### src/fm_sample_pkg.sv
package fm_sample_pkg;

    // signed Q21.10 audio word
    localparam int SAMPLE_W  = 32;
    localparam int FRAC_BITS = 10;

    typedef logic signed [SAMPLE_W-1:0] sample_t;

    // plain full/empty strobes of one FIFO
    typedef struct packed {
        logic full;
        logic empty;
    } fifo_status_t;

    // fixed-point product, rescaled back to Q10 and wrapped to one word
    function automatic sample_t mul_frac(input sample_t a, input sample_t b);
        logic signed [2*SAMPLE_W-1:0] prod;
        prod = a * b;
        return sample_t'(prod >>> FRAC_BITS);
    endfunction

endpackage

### src/sample_fifo.sv
`timescale 1ns/10ps

module sample_fifo #(
    parameter int DEPTH = 16
) (
    input  logic                        clock,
    input  logic                        rst_n,
    input  logic                        wr_en,
    input  fm_sample_pkg::sample_t      din,
    input  logic                        rd_en,
    output fm_sample_pkg::sample_t      dout,
    output fm_sample_pkg::fifo_status_t status
);
    import fm_sample_pkg::*;

    localparam int PTR_W = (DEPTH > 1) ? $clog2(DEPTH) : 1;
    localparam int CNT_W = $clog2(DEPTH + 1);
    localparam logic [PTR_W-1:0] LAST_PTR = PTR_W'(DEPTH - 1);
    localparam logic [CNT_W-1:0] FULL_CNT = CNT_W'(DEPTH);

    sample_t          mem [DEPTH];
    logic [PTR_W-1:0] wr_ptr;
    logic [PTR_W-1:0] rd_ptr;
    logic [CNT_W-1:0] count;
    logic             do_wr;
    logic             do_rd;

    // strobes are dropped when they cannot be served
    assign do_wr = wr_en && !status.full;
    assign do_rd = rd_en && !status.empty;

    assign status.full  = (count == FULL_CNT);
    assign status.empty = (count == '0);

    // first word falls through
    assign dout = mem[rd_ptr];

    always_ff @(posedge clock) begin
        if (do_wr) begin
            mem[wr_ptr] <= din;
        end
    end

    always_ff @(posedge clock) begin
        if (!rst_n) begin
            wr_ptr <= '0;
            rd_ptr <= '0;
            count  <= '0;
        end else begin
            if (do_wr) begin
                wr_ptr <= (wr_ptr == LAST_PTR) ? '0 : wr_ptr + 1'b1;
            end
            if (do_rd) begin
                rd_ptr <= (rd_ptr == LAST_PTR) ? '0 : rd_ptr + 1'b1;
            end
            // simultaneous read and write leaves the count alone
            if (do_wr && !do_rd) begin
                count <= count + 1'b1;
            end else if (do_rd && !do_wr) begin
                count <= count - 1'b1;
            end
        end
    end

endmodule

### config.mk
export PLATFORM = sky130hd
export DESIGN_NAME = sample_fifo
export DESIGN_NICKNAME = d
export VERILOG_FILES = /design/src/fm_sample_pkg.sv /design/src/sample_fifo.sv
export SDC_FILE = /design/constraint.sdc
export NUM_CORES = 1
export LEC_CHECK = 0
export BUFFER_PORTS_ARGS = -buffer_cell sky130_fd_sc_hd__buf_4
export CORE_ASPECT_RATIO = 0.7
export CORE_MARGIN = 4
export CORE_UTILIZATION = 45
export DETAILED_ROUTE_END_ITERATION = 16
export PLACE_DENSITY = 0.69
export SKIP_LAST_GASP = 1
export SYNTH_ARGS = -nofsm -noshare
export SYNTH_HDL_FRONTEND = slang
export SYNTH_SLANG_ARGS = --single-unit
### constraint.sdc
create_clock -name clock -period 3.5 [get_ports clock]
set_input_delay 0.175 -clock clock [delete_from_list [all_inputs] [get_ports clock]]
set_output_delay 0.175 -clock clock [all_outputs]
set_load 0.03 [all_outputs]
==> flow_summary.toml <==
[drt]
antenna_left = 0
vias = 9523
dr.pass1.iters = 5
wl_per_cell_um = 24.6
viasPerCell = 5.71
drc_errors = 0
totalWireLength_um = 41100
dr.first_iter.drc_count = 1036

[clocking]
cts_tree = "done"
cts_setup_buffers = 0
cts.reportedPaths.clkPinSlew_ns = 0.06
clk_latency_ns = 0.55
cts_buffers = 48
cts.sinks = 529
root_buffer = "clkbuf_16"
clockBufferDepth = 3
htree_levels = 2
cts_resized = 0

[sta]
fin_crit_sh_pct = 85.6
period_minus_slack_ns = 3.00
hold_violations = 0
slew_headroom_pct = 38.3
tns_ns = 0
rsz0062_at_grt = "no"
setup_violations = 0
clock_skew_ns = 0.00725
max_freq_mhz = 334
worst_pin_slew_ns = 0.923
maxSlewViolCount = 0

[logic_synthesis]
syn_avg_cell_area_sq_um = 22.3
async_reset_ff_share_pct = 0
synth_area_sq_um = 20100
synth_edf_count = 512
synth_commonest_cells = "edfxtp_1 (512), mux4_2 (128), a22oi_1 (64), nand2_1 (45), clkbuf_1 (32)"
synth.most_common_cell = "edfxtp_1"
synthesis.nets = 948
yosysSeqAreaShare_pct = 78.2
yosys_warnings = 0
synth_area_leaders = "edfxtp_1 (77%), mux4_2 (14%), a22oi_1 (2.4%), dfxtp_1 (1.7%), nand2_1 (0.84%)"
synth_cells = 901
yosysTopAreaCell = "edfxtp_1"
synth_ff_type = "edfxtp_1"
synth_cell_types = 37
yosysTopAreaCellShare_pct = 76.6
synth_seq_cells = 529

[power_and_ir_drop]
cellPowerDensity_nw_per_um2 = 654
p_total_mw = 15.4
leakagePower_nw = 7.42
ir_drop_mv = 0.502

[final_layout]
drive_gt1_share_pct = 30.0
syn2layout_area_growth_pct = 17.1
diodes = 0
final_cells = 1667
nets = 1087
final_util_pct = 53.6

[die]
die_x_um = 261
die-area_sq_um = 48100
initial_utilization_pct = 45.8
num_rows = 64
chipHeight_um = 185
coreArea_sq_um = 43900
pin_count = 70

[min_path]
hold_class = "in2reg"

[outcome]
status = "finished clean"

[critical_path]
cp.required_ns = 3.98
start_kind = "register"
r2r_setup_slack_ns = 0.50
critPathCaptureType = "register"
path_class = "reg2reg"
critPathMaxFanout = 8
worst_ep_arrival_time_ns = 3.48

[placed_design]
place.gp.congestion = 0.733
dp_cells = 1550
port_buffers = 69
dp.final_hpwl_um = 23200

[job]
drv_cap = 0

[global_routing]
grt_max_degree = 43
overflow = 0
grtUsageTotal_pct = 17.3
antenna_found_initial = 0
grt_pass1_vias = 9737
grt_pass1_wl_um = 62100
-- metrics by stage --
stage / cell area [sq um] / hold slack, ns / setup slack [ns]
after floorplan: 20100 / 0.274 / 0.0771
after global placement: 21700 / 0.476 / 0.652
after detailed placement: 21700 / 0.482 / 0.531
after CTS: 23500 / 0.155 / 0.473
after global routing: 23500 / 0.209 / 0.343
final: 23500 / 0.178 / 0.505
-- kinds of logic (layout without fill, tap and decap cells) --
group / count (synthesis) / count (layout) / share of synthesized area (%)
fa+ha+maj: 11 / 11 / 0.723
simple gates: 86 / 86 / 1.89
xor+xnor: 5 / 5 / 0.218
compound gates: 83 / 83 / 3.22
buf+inv: 55 / 227 / 1.15
mux: 132 / 132 / 14.6
flops: 529 / 529 / 78.2
-- cell usage in the layout (no fill, tap or decap), types with 2 or more instances in the layout --
cell / instances
nand2_1: 45
nand2b_1: 4
mux2i_1: 4
dfxtp_4: 2
clkbuf_16: 49
clkbuf_1: 6
a22oi_1: 64
buf_4: 96
bufinv_16: 6
nor2b_4: 2
clkinv_1: 13
mux4_2: 128
inv_1: 6
nor2_1: 2
edfxtp_1: 512
dlygate4sd3_1: 34
nor2_4: 13
and2_1: 5
nor2b_1: 3
a21oi_1: 4
xnor2_1: 4
clkinv_2: 9
dfxtp_1: 15
nor3_4: 3
buf_12: 8
nand3_1: 4
o21ai_0: 3
ha_1: 10
-- report_power, final --
part	switching (mW)	internal, mW	leakage, nW	total [mW]
Sequential	0.160	7.14	4.76	7.30
Clock	2.17	2.98	0.751	5.15
Combinational	1.55	1.38	1.91	2.94
Total	3.88	11.5	7.42	15.4
-- critical path, cell delays in order, from the launching register on --
cell and delay [ns]:
dfxtp_1 0.35, or4_1 0.72, o21a_1 0.38, ha_1 0.29, fa_1 0.42, nand3b_1 0.23
a21o_1 0.19, a21oi_1 0.16, mux2i_1 0.19
-- routing by layer --
metal / GRT usage (%) / vias to the layer above / share of wire [%]
met2: 27.5 / 326 / 48
met4: 2.96 / 0 / 1.1
met3: 2.91 / 43 / 6.2
li1: - / 4076 / -
met5: 0 / - / 0
met1: 26.0 / 5078 / 45
-- registers in the layout, summed over array words and instances (netlist names), named ones only --
| signal | cells |
|---|---|
| wr_ptr | 4 |
| count | 5 |
| mem | 512 |
| rd_ptr | 4 |
-- repair_timing --
item | in CTS | in global routing
setup endpoints to repair | 0 | 0
hold buffers | 34 | 0
hold endpoints to repair | 527 | 0
-- final timing paths --
path / endpoint / cells past startpoint / startpoint
worst max-delay path: count[4] / 8 / count[0]
worst min-delay path: wr_ptr[2] / 4 / wr_en
worst max register to register: count[4] / 8 / count[0]
worst min register to register: count[3] / 2 / count[3]
-- layout make-up --
cell class	count	area, sq um
inverters	6	22.5
fillers	3338	20400
clock inverters	28	274
flip-flops and latches	529	15700
clock buffers	55	1250
repair buffers	138	1220
multi-input cells	317	4290
well taps	594	743
No activity file was read; power rests on OpenSTA's default activity.
