### src/fm_sample_pkg.sv
package fm_sample_pkg;

    // signed Q21.10 audio word
    localparam int SAMPLE_W  = 32;
    localparam int FRAC_BITS = 10;

    typedef logic signed [SAMPLE_W-1:0] sample_t;

    // plain full/empty strobes of one FIFO
    typedef struct packed {
        logic full;
        logic empty;
    } fifo_status_t;

    // fixed-point product, rescaled back to Q10 and wrapped to one word
    function automatic sample_t mul_frac(input sample_t a, input sample_t b);
        logic signed [2*SAMPLE_W-1:0] prod;
        prod = a * b;
        return sample_t'(prod >>> FRAC_BITS);
    endfunction

endpackage

### src/fm_filter_pkg.sv
package fm_filter_pkg;

    localparam int TAPS_DEFAULT  = 16;
    localparam int DECIM_DEFAULT = 8;

    // symmetric low-pass, Q10, sum close to unity gain
    localparam fm_sample_pkg::sample_t LPR_COEFFS [0:TAPS_DEFAULT-1] = '{
        -32'sd3,
        -32'sd6,
        32'sd0,
        32'sd20,
        32'sd57,
        32'sd106,
        32'sd152,
        32'sd180,
        32'sd180,
        32'sd152,
        32'sd106,
        32'sd57,
        32'sd20,
        32'sd0,
        -32'sd6,
        -32'sd3
    };

    // per-cycle datapath strobes from the controller
    typedef struct packed {
        logic sample_shift;
        logic acc_clear;
        logic acc_step;
    } fir_cmd_t;

endpackage

### src/fir_ctrl_fsm.sv
`timescale 1ns/10ps

module fir_ctrl_fsm (
    input  logic                        clock,
    input  logic                        rst_n,
    input  fm_sample_pkg::fifo_status_t in_status,
    input  fm_sample_pkg::fifo_status_t out_status,
    input  logic                        dec_last,
    input  logic                        tap_last,
    output fm_filter_pkg::fir_cmd_t     cmd,
    output logic                        in_rd_en,
    output logic                        out_wr_en
);

    typedef enum logic [1:0] {
        READ,
        CLEAR,
        MAC,
        WRITE
    } state_t;

    state_t state;
    state_t next_state;

    always_ff @(posedge clock) begin
        if (!rst_n) begin
            state <= READ;
        end else begin
            state <= next_state;
        end
    end

    always_comb begin
        cmd        = '0;
        in_rd_en   = 1'b0;
        out_wr_en  = 1'b0;
        next_state = state;
        case (state)
            READ: begin
                // pop and shift in the same cycle
                if (!in_status.empty) begin
                    in_rd_en         = 1'b1;
                    cmd.sample_shift = 1'b1;
                    if (dec_last) begin
                        next_state = CLEAR;
                    end
                end
            end
            CLEAR: begin
                cmd.acc_clear = 1'b1;
                next_state    = MAC;
            end
            MAC: begin
                // one tap per cycle
                cmd.acc_step = 1'b1;
                if (tap_last) begin
                    next_state = WRITE;
                end
            end
            WRITE: begin
                // hold the result until the output FIFO has room
                if (!out_status.full) begin
                    out_wr_en  = 1'b1;
                    next_state = READ;
                end
            end
            default: begin
                next_state = READ;
            end
        endcase
    end

endmodule

### config.mk
export PLATFORM = sky130hd
export DESIGN_NAME = fir_ctrl_fsm
export DESIGN_NICKNAME = d
export VERILOG_FILES = /design/src/fm_sample_pkg.sv /design/src/fm_filter_pkg.sv /design/src/fir_ctrl_fsm.sv
export SDC_FILE = /design/constraint.sdc
export NUM_CORES = 1
export LEC_CHECK = 0
export BUFFER_PORTS_ARGS = -buffer_cell sky130_fd_sc_hd__buf_4
export CORE_AREA = 2 2 39 41
export CTS_CLUSTER_DIAMETER = 120
export DETAILED_ROUTE_END_ITERATION = 12
export DIE_AREA = 0 0 41 43
export PLACE_DENSITY = 0.34
export SYNTH_ARGS = -nofsm -noshare
export SYNTH_HDL_FRONTEND = slang
export SYNTH_SLANG_ARGS = --single-unit
### constraint.sdc
create_clock -name clock -period 1.78 [get_ports clock]
set_input_delay 0.534 -clock clock [delete_from_list [all_inputs] [get_ports clock]]
set_output_delay 0.534 -clock clock [all_outputs]
set_load 0.1 [all_outputs]
==> flow_metrics.env <==
export IMPL_dr_pass1_iters=4
export IMPL_layout_common_cells="buf_4, ha_1, nand2_1, clkbuf_4"
export IMPL_row_count=14
export IMPL_outcome="completed"
export IMPL_crit_arrival_ns=1.21
export IMPL_synth_distinct_cells=10
export IMPL_die_h_um=43
export IMPL_timing_rr_start="state[0]$_SDFFE_PN0P_"
export IMPL_clk_latency_ns=0.23
export IMPL_antenna_left=0
export IMPL_fp_coreArea_mm2=0.001384
export IMPL_num_vias=179
export IMPL_cts_buffers=3
export IMPL_clock_sinks=2
export IMPL_drtIter0Drc=4
export IMPL_avgSynthCellArea_um2=8.878
export IMPL_final_common_cell="buf_4"
export IMPL_largest_reg_flops=2
export IMPL_final_area_um2=326.6
export IMPL_post_cts_buffers=0
export IMPL_netlist_area_um2=186.4
export IMPL_fin_crit_ns=1.745
export IMPL_dp_hpwl_um=347.1
export IMPL_fp_dieArea_mm2=0.001763
export IMPL_seq_area_frac_synth_pct=21.48
export IMPL_top_regs="state: 2 flops"
export IMPL_crit_path_end_kind="primary output"
export IMPL_slew_headroom_pct=65.36
export IMPL_hold_viol=0
export IMPL_startpoint_type="register"
export IMPL_initial_utilization_pct=13.47
export IMPL_regMostFlops="state"
export IMPL_grt_pass1_vias=171
export IMPL_crit_required_ns=1.25
export IMPL_vias_per_cell=3.653
export IMPL_syn_instance_count=21
export IMPL_cts_reportedPaths_clkPinSlew_ns=0.03
export IMPL_synth_top_area_share_pct=33.56
export IMPL_path_max_fanout=4
export IMPL_ff2ff_setup_slack_ns=0.30
export IMPL_track_usage_pct=5.711
export IMPL_cts_tree="built"
export IMPL_area_delta_synth_final_pct=75.17
export IMPL_port_buffers=10
export IMPL_n_antenna_cell=0
export IMPL_synthTopCellsByArea="ha_1, dfxtp_1, mux2i_1, nor2b_1, inv_1"
export IMPL_whs_path_depth=2
export IMPL_finalClockSkew_ns=0.007408
export IMPL_die_x_um=41
export IMPL_grt_start_max_net_pins=5
export IMPL_finalCritPeriodShare_pct=98.04
export IMPL_antenna_found_initial=0
export IMPL_dp_cells=46
export IMPL_gp_congestion=0.6544
export IMPL_cp_startpoint="state[1]$_SDFFE_PN0P_"
export IMPL_wirelength_um=423
export IMPL_syn_nets=34
export IMPL_hold_ws_ns=0.4925
export IMPL_rsz0062_at_grt="yes"
export IMPL_ios=13
export IMPL_grt_remaining_overflow=0
export IMPL_fmax_ghz=0.5730
export IMPL_hold_class="reg2reg"
export IMPL_r2r_end="state[0]$_SDFFE_PN0P_"
export IMPL_final_cells=49
export IMPL_wl_per_cell_um=8.633
export IMPL_slew_viol_final=0
export IMPL_yosys_warnings=0
export IMPL_setup_viol=0
export IMPL_ys_ff_latch=2
export IMPL_placed_area_um2=304.0
export IMPL_fin_nets=48
export IMPL_grt_pass1_wl_um=634
export IMPL_yosys_area_top_type="ha_1"
export IMPL_cts_buffer_depth=2
export IMPL_h_tree_depth=1
export IMPL_reg2reg_depth=4
export IMPL_path_class="reg2out"
export IMPL_drc=0
export IMPL_fin_tns_setup_ns=0
export IMPL_root_buffer="clkbuf_4"
export IMPL_endpoint="in_rd_en"
export IMPL_cap_violations=0
export IMPL_drive_gt1_share_pct=60.61
export IMPL_worst_pin_slew_ns=0.5196
## final cells by class
class / count / area [um^2]
Clock buffer: 3 / 22.52
Fill cell: 157 / 1057
Inverter: 3 / 11.26
Multi-Input combinational cell: 15 / 155.1
Sequential cell: 2 / 42.54
Tap cell: 16 / 20.02
Timing Repair Buffer: 10 / 75.07
## worst max-delay path, cell delays in order (launching register included)
cell	delay, ns
dfxtp_2	0.33
inv_2	0.09
ha_4	0.14
nor2b_4	0.13
buf_4	0.29
## cells by family after synthesis
family	Yosys count	share of synthesized area (%)
adders and majority gates	5	33.56
AOI/OAI and AO/OA	2	8.051
DFF	2	21.48
muxes	2	10.74
and+or+nand+nor	6	16.11
buffers and inverters	4	10.07
## metal layers
metal  vias to the layer above  part of all wire [%]  wire [um]  GRT usage, %
li1                         93                     -          -             -
met1                        78                    44        185         6.390
met2                         8                    48        202         7.813
met3                         0                   8.0         34         3.141
met4                         0                     0          0         4.000
met5                         -                     0          0             0
## synth_stat cells
| library cell | number |
|---|---|
| inv_1 | 3 |
| nor2b_1 | 2 |
| nand2_1 | 3 |
| nand2b_1 | 1 |
| o21ai_0 | 1 |
| a222oi_1 | 1 |
| ha_1 | 5 |
| buf_4 | 1 |
| dfxtp_1 | 2 |
| mux2i_1 | 2 |
## repair_timing
action,CTS,global route
hold endpoints to repair,0,0
gates resized for setup,0,0
hold buffers,0,0
setup endpoints to repair,0,2
## worst min-delay path by stage
stage | startpoint | to | slack, ns
floorplan | state[1]$_SDFFE_PN0P_ | state[1]$_SDFFE_PN0P_ | 0.46
global placement | state[1]$_SDFFE_PN0P_ | state[1]$_SDFFE_PN0P_ | 0.48
detailed placement | state[1]$_SDFFE_PN0P_ | state[1]$_SDFFE_PN0P_ | 0.50
CTS | state[1]$_SDFFE_PN0P_ | state[1]$_SDFFE_PN0P_ | 0.50
global route | state[1]$_SDFFE_PN0P_ | state[1]$_SDFFE_PN0P_ | 0.55
finish | state[0]$_SDFFE_PN0P_ | state[0]$_SDFFE_PN0P_ | 0.49
## metrics by stage
stage | setup slack, ns | util, %
2_1_floorplan | -0.09342 | -
3_3_place_gp | 0.2049 | 21.97
3_5_place_dp | 0.1960 | 21.97
4_1_cts | 0.01907 | 23.60
5_1_grt | -0.01856 | 23.60
6_report | 0.03491 | 23.60
Power is not shown: default switching activity piles up to over one toggle a cycle in this logic, so the estimate is an artifact.
