`config.mk`:
```
export PLATFORM = sky130hd
export DESIGN_NAME = tap_counter
export DESIGN_NICKNAME = d
export VERILOG_FILES = /design/src/fm_sample_pkg.sv /design/src/fm_filter_pkg.sv /design/src/tap_counter.sv
export SDC_FILE = /design/constraint.sdc
export NUM_CORES = 1
export LEC_CHECK = 0
export ABC_AREA = 0
export BUFFER_PORTS_ARGS = -buffer_cell sky130_fd_sc_hd__buf_2
export CAP_MARGIN = 20
export CORE_AREA = 3 3 40 42
export CTS_BUF_LIST = sky130_fd_sc_hd__clkbuf_8 sky130_fd_sc_hd__clkbuf_16
export CTS_CLUSTER_DIAMETER = 50
export DETAILED_ROUTE_END_ITERATION = 16
export DIE_AREA = 0 0 43 45
export GPL_TIMING_DRIVEN = 0
export HOLD_SLACK_MARGIN = 0.15
export PLACE_DENSITY_LB_ADDON = 0.12
export SYNTH_ARGS = -nofsm -noshare
export SYNTH_HDL_FRONTEND = slang
export SYNTH_SLANG_ARGS = --single-unit
export TNS_END_PERCENT = 30
```
`constraint.sdc`:
```
create_clock -name clock -period 2.45 [get_ports clock]
set_input_delay 0.49 -clock clock [delete_from_list [all_inputs] [get_ports clock]]
set_output_delay 0.49 -clock clock [all_outputs]
set_load 0.01 [all_outputs]
```
`src/fm_sample_pkg.sv`:
```
package fm_sample_pkg;

    // signed Q21.10 audio word
    localparam int SAMPLE_W  = 32;
    localparam int FRAC_BITS = 10;

    typedef logic signed [SAMPLE_W-1:0] sample_t;

    // plain full/empty strobes of one FIFO
    typedef struct packed {
        logic full;
        logic empty;
    } fifo_status_t;

    // fixed-point product, rescaled back to Q10 and wrapped to one word
    function automatic sample_t mul_frac(input sample_t a, input sample_t b);
        logic signed [2*SAMPLE_W-1:0] prod;
        prod = a * b;
        return sample_t'(prod >>> FRAC_BITS);
    endfunction

endpackage

```
`src/fm_filter_pkg.sv`:
```
package fm_filter_pkg;

    localparam int TAPS_DEFAULT  = 16;
    localparam int DECIM_DEFAULT = 8;

    // symmetric low-pass, Q10, sum close to unity gain
    localparam fm_sample_pkg::sample_t LPR_COEFFS [0:TAPS_DEFAULT-1] = '{
        -32'sd3,
        -32'sd6,
        32'sd0,
        32'sd20,
        32'sd57,
        32'sd106,
        32'sd152,
        32'sd180,
        32'sd180,
        32'sd152,
        32'sd106,
        32'sd57,
        32'sd20,
        32'sd0,
        -32'sd6,
        -32'sd3
    };

    // per-cycle datapath strobes from the controller
    typedef struct packed {
        logic sample_shift;
        logic acc_clear;
        logic acc_step;
    } fir_cmd_t;

endpackage

```
`src/tap_counter.sv`:
```
`timescale 1ns/10ps

module tap_counter #(
    parameter int TAPS       = 16,
    parameter int DECIMATION = 8
) (
    input  logic                        clock,
    input  logic                        rst_n,
    input  fm_filter_pkg::fir_cmd_t     cmd,
    output logic [$clog2(TAPS)-1:0]     tap_idx,
    output logic                        dec_last,
    output logic                        tap_last
);

    localparam int IDX_W = $clog2(TAPS);
    localparam int DEC_W = (DECIMATION > 1) ? $clog2(DECIMATION) : 1;

    logic [DEC_W-1:0] dec_cnt;

    assign dec_last = (dec_cnt == DEC_W'(DECIMATION - 1));
    assign tap_last = (tap_idx == IDX_W'(TAPS - 1));

    // samples read since the last output
    always_ff @(posedge clock) begin
        if (!rst_n) begin
            dec_cnt <= '0;
        end else if (cmd.sample_shift) begin
            dec_cnt <= dec_last ? '0 : dec_cnt + 1'b1;
        end
    end

    // tap position within one MAC pass
    always_ff @(posedge clock) begin
        if (!rst_n) begin
            tap_idx <= '0;
        end else if (cmd.acc_clear) begin
            tap_idx <= '0;
        end else if (cmd.acc_step) begin
            tap_idx <= tap_last ? '0 : tap_idx + 1'b1;
        end
    end

endmodule

```
==> flow_metrics.tcl, run 1 <==
set metrics [dict create \
    status "complete, no violations" \
    rows 13 \
    drt_pass1_iterations 4 \
    finalMaxSlewViolations 0 \
    mostFrequentLayoutCells "10 x buf_2, 7 x dfxtp_1, 4 x nand2_1" \
    layout_commonest_cell "buf_2" \
    diodes 0 \
    cts_made_buffers 3 \
    yosysWarnings 0 \
    skew_ps 0.356 \
    holdCritPathClass "register to register" \
    h-tree-depth 1 \
    clkSinkCount 7 \
    syn-num-nets 43 \
    overflow 0 \
    stdcell_area_um2 448 \
    fin_crit_ps 1650 \
    post_cts_buffers 0 \
    finalCritPeriodShare_pct 67.2 \
    yosysTopAreaCellShare_pct 41.9 \
    cp-end-kind "output port" \
    viasPerCell 4.45 \
    critPathMaxFanout 6 \
    fin_cells 64 \
    area_growth_pct 34.1 \
    cp.required_ps 1960 \
    grt_use_total_pct 8.58 \
    syn_avg_cell_area_um2 9.54 \
    fin_tns_setup_ps 0 \
    hold_slack_ps 508 \
    grt_pass1_vias 271 \
    cpMaxStageDelayCell "dfxtp_1" \
    multi_input_area_um2 190 \
    fillers 142 \
    fp.coreArea_mm2 0.00128 \
    gp_congestion 0.753 \
    io_pins 11 \
    critPathKind "register to output port" \
    io_buffer_count 10 \
    startpoint_type "register" \
    root_buffer "clkbuf_8" \
    start_util_pct 26.0 \
    yosysUniqueCellTypes 17 \
    clkTransAtPathRegs_ps 40 \
    fp.dieW_um 43 \
    reg2reg_from "tap_idx[0]" \
    rsz0062_at_grt "no" \
    hold_depth 2 \
    placedCellCount 60 \
    setup_slack_ps 803 \
    worst_pin_slew_ps 183 \
    cts_resized 0 \
    wl_um 692 \
    grt.busiest_layer "met2" \
    seq_area_frac_synth_pct 41.9 \
    slowest_delay_ps 400 \
    nets 58 \
    grt_max_degree 7 \
    utilization_pct 34.9 \
    syn-cell-area_um2 334 \
    yosys.area.top_type "dfxtp_1" \
    maxClockFrequency_ghz 0.607 \
    path_cells "ha_1 > and3_4 > buf_2" \
    die_h_um 45 \
    ff2ff_setup_slack_ps 1140 \
    leakagePower_nw 0.215 \
    grt_pass1_wl_um 1150 \
    vias 285 \
    antenna_left 0 \
    placed_cell_area_um2 403 \
    drive_gt1_share_pct 30.6 \
    ys_seq_elements 7 \
    synth_area_leaders "dfxtp_1 42%, ha_1 11%, mux2i_1 9.0%, nand2_1 4.5%, nand2b_1 3.7%" \
    cts_hold_buffers 0 \
    powerDensity_mw_per_mm2 666 \
    drc 0 \
    setup_viol 0 \
    min_from "tap_idx[3]" \
    r2r_end "tap_idx[0]" \
    cts_tree "done" \
    slew_headroom_pct 87.8 \
    maxCapViolCount 0 \
    pre_cts_slack_ps 1040 \
    drt_iter0_drc 7 \
    irDropWorstVdd_v 0.000292 \
    antenna_found_initial 0 \
    use_met3_pct 5.18 \
    hold_violations 0 \
    clk_latency_ps 220 \
    met2_usage_pct 14.1 \
    worstHoldEndpoint "tap_idx[3]" \
    dieArea_mm2 0.00194 \
    route.detailed.wl_per_inst_um 10.8 \
    seq_area_um2 140 \
    r2r_cells 4 \
    cp.arrival_ps 1160 \
    finalPower_mw 0.298 \
    grt_use_met1_pct 8.21 \
    clockBufferDepth 2 \
    synthCells 35 \
]
state kept, by name, indices dropped and copies added, names as in the netlist:
signal / flops
dec_cnt: 3
tap_idx: 4
worst max-delay path, delay by kind of cell, from the launching register on:
| kind | cells | cell delay (ps) |
|---|---|---|
| fa+ha+maj | 1 | 220 |
| flops | 1 | 400 |
| buf+inv | 1 | 120 |
| simple gates | 1 | 190 |
synth_stat cells:
cell	instances
dfxtp_1	7
nand2_1	4
ha_1	3
mux2i_1	3
nor2_1	3
a21oi_1	2
nand2b_1	2
nor2b_1	2
a21oi_2	1
and2_1	1
and3_4	1
inv_1	1
o21ai_0	1
o22ai_1	1
or3_1	1
or3b_1	1
xor2_1	1
layout make-up:
| type | instances | area share (%) |
|---|---|---|
| Sequential cell | 7 | 31.3 |
| Multi-Input combinational cell | 27 | 42.5 |
| Inverter | 1 | 0.838 |
| Clock buffer | 3 | 9.22 |
| Tap cell | 15 | 4.19 |
| Timing Repair Buffer | 10 | 11.2 |
| Clock inverter | 1 | 0.838 |
routing by layer:
metal | wire [um] | vias up | share of wire (%)
met5 | 0 | - | 0
met4 | 0 | 0 | 0
met3 | 43 | 0 | 6.2
met2 | 376 | 7 | 54
met1 | 272 | 130 | 39
li1 | - | 148 | -
worst max-delay path by stage:
| stage | start | end | depth (start not counted) |
|---|---|---|---|
| after floorplan | tap_idx[0] | tap_last | 2 |
| after global placement | tap_idx[0] | tap_last | 3 |
| after detailed placement | tap_idx[0] | tap_last | 3 |
| after CTS | tap_idx[0] | tap_last | 3 |
| after global routing | tap_idx[0] | tap_last | 3 |
| final | tap_idx[0] | tap_last | 3 |
report_power, final:
group	internal, mW	switching, mW	leakage [nW]	total (mW)
Clock	0.108	0.0466	0.0269	0.155
Combinational	0.0110	0.0106	0.131	0.0216
Sequential	0.119	0.00345	0.0570	0.122
logic make-up after synthesis:
kind of cell / count (synthesis) / share of synthesized area (%)
muxes: 3 / 8.99
and+or+nand+nor: 15 / 25.1
buffers and inverters: 1 / 1.12
DFF: 7 / 41.9
AOI/OAI and AO/OA: 5 / 8.99
xor gates and xnor gates: 1 / 2.62
adders and majority gates: 3 / 11.2
No activity file was read; power rests on OpenSTA's default activity.
==> inputs of run 2 (changes only) <==
==> constraint.sdc (replaced) <==
create_clock -name clock -period 1.5 [get_ports clock]
set_input_delay 0.3 -clock clock [delete_from_list [all_inputs] [get_ports clock]]
set_output_delay 0.3 -clock clock [all_outputs]
set_load 0.01 [all_outputs]
==> flow_metrics.tcl, run 2 (same netlist as run 1, synthesis figures left out) <==
set metrics [dict create \
    status "complete, no violations" \
    irDropWorstVdd_v 0.000477 \
    fin_tns_setup_ps 0 \
    clockBufferDepth 2 \
    mostFrequentLayoutCells "10 x buf_2, 5 x dfxtp_1, 4 x nand2_1" \
    area_growth_pct 35.6 \
    io_buffer_count 10 \
    placedCellCount 60 \
    clk_latency_ps 220 \
    drt_pass1_iterations 4 \
    finalCritPeriodShare_pct 93.0 \
    worst_pin_slew_ps 141 \
    start_util_pct 26.0 \
    grt_pass1_wl_um 1150 \
    wl_um 693 \
    setup_viol 0 \
    diodes 0 \
    cts_made_buffers 3 \
    drive_gt1_share_pct 36.7 \
    pre_cts_slack_ps 202 \
    post_cts_buffers 0 \
    die_h_um 45 \
    rows 13 \
    fp.dieW_um 43 \
    largest_register_ffs 4 \
    powerDensity_mw_per_mm2 1080 \
    startpoint_type "register" \
    cp.arrival_ps 1100 \
    critPathMaxFanout 3 \
    leakagePower_nw 0.213 \
    layout_commonest_cell "buf_2" \
    fin_cells 64 \
    vias 290 \
    slew_headroom_pct 90.3 \
    cts_tree "done" \
    clkSinkCount 7 \
    route.detailed.wl_per_inst_um 10.8 \
    gp_congestion 0.753 \
    holdCritPathClass "primary input to register" \
    critPathKind "register to output port" \
    antenna_left 0 \
    maxClockFrequency_ghz 0.717 \
    root_buffer "clkbuf_8" \
    antenna_found_initial 0 \
    finalPower_mw 0.488 \
    maxCapViolCount 0 \
    clkTransAtPathRegs_ps 40 \
    skew_ps 0.446 \
    cts_resized 0 \
    grt_use_total_pct 8.58 \
    drt_iter0_drc 7 \
    cts_hold_buffers 0 \
    hold_violations 0 \
    io_pins 11 \
    grt_pass1_vias 271 \
    fp.coreArea_mm2 0.00128 \
    setup_slack_ps 104 \
    overflow 0 \
    dieArea_mm2 0.00194 \
    cp-end-kind "output port" \
    h-tree-depth 1 \
    nets 58 \
    finalMaxSlewViolations 0 \
    top_register "tap_idx" \
    top_regs "tap_idx x4, dec_cnt x3" \
    grt_max_degree 7 \
    fin_crit_ps 1400 \
    viasPerCell 4.53 \
    cp.required_ps 1200 \
    drc 0 \
    rsz0062_at_grt "no" \
]
run 2: cell counts in the layout (fill, tap and decap cells not counted):
No cell type changed its count.
run 2: worst paths after layout:
| path | cells past startpoint | slack (ps) | start | endpoint |
|---|---|---|---|---|
| min | 2 | 330 | rst_n | dec_cnt[1] |
| max reg2reg | 4 | 250 | tap_idx[0] | tap_idx[0] |
| max | 3 | 100 | dec_cnt[0] | dec_last |
| min reg2reg | 2 | 500 | tap_idx[3] | tap_idx[3] |
run 2: worst max-delay path: stages, from the launching register on:
cell     delay, ps
dfxtp_1        320
ha_1           200
ha_1           200
buf_2          150
run 2: power breakdown:
part           internal, mW  switching (mW)  leakage, nW  total (mW)
Clock                 0.176          0.0762       0.0269       0.253
Combinational        0.0181          0.0172        0.128      0.0353
Sequential            0.194         0.00576       0.0579       0.200
run 2: cell type report:
cell class                      count  area (um2)
Sequential cell                     7         143
Inverter                            1        3.75
Clock inverter                      1        3.75
Clock buffer                        3        41.3
Multi-Input combinational cell     27         193
Fill cell                         141         832
Timing Repair Buffer               10        50.0
Tap cell                           15        18.8
run 2: metal layers:
layer / wire, um / GRT usage, % / up-vias
met5: 0 / 0 / -
met2: 373 / 14.1 / 5
met3: 41 / 5.18 / 0
met1: 279 / 8.21 / 136
li1: - / - / 149
met4: 0 / 5.42 / 0
run 2: metrics by stage:
step	util (%)	hold slack, ps	area [um2]
after floorplan	-	422	334
after global placement	31.4	486	403
after detailed placement	31.4	500	403
after CTS	34.9	326	448
after global routing	35.2	348	453
final	35.2	330	453
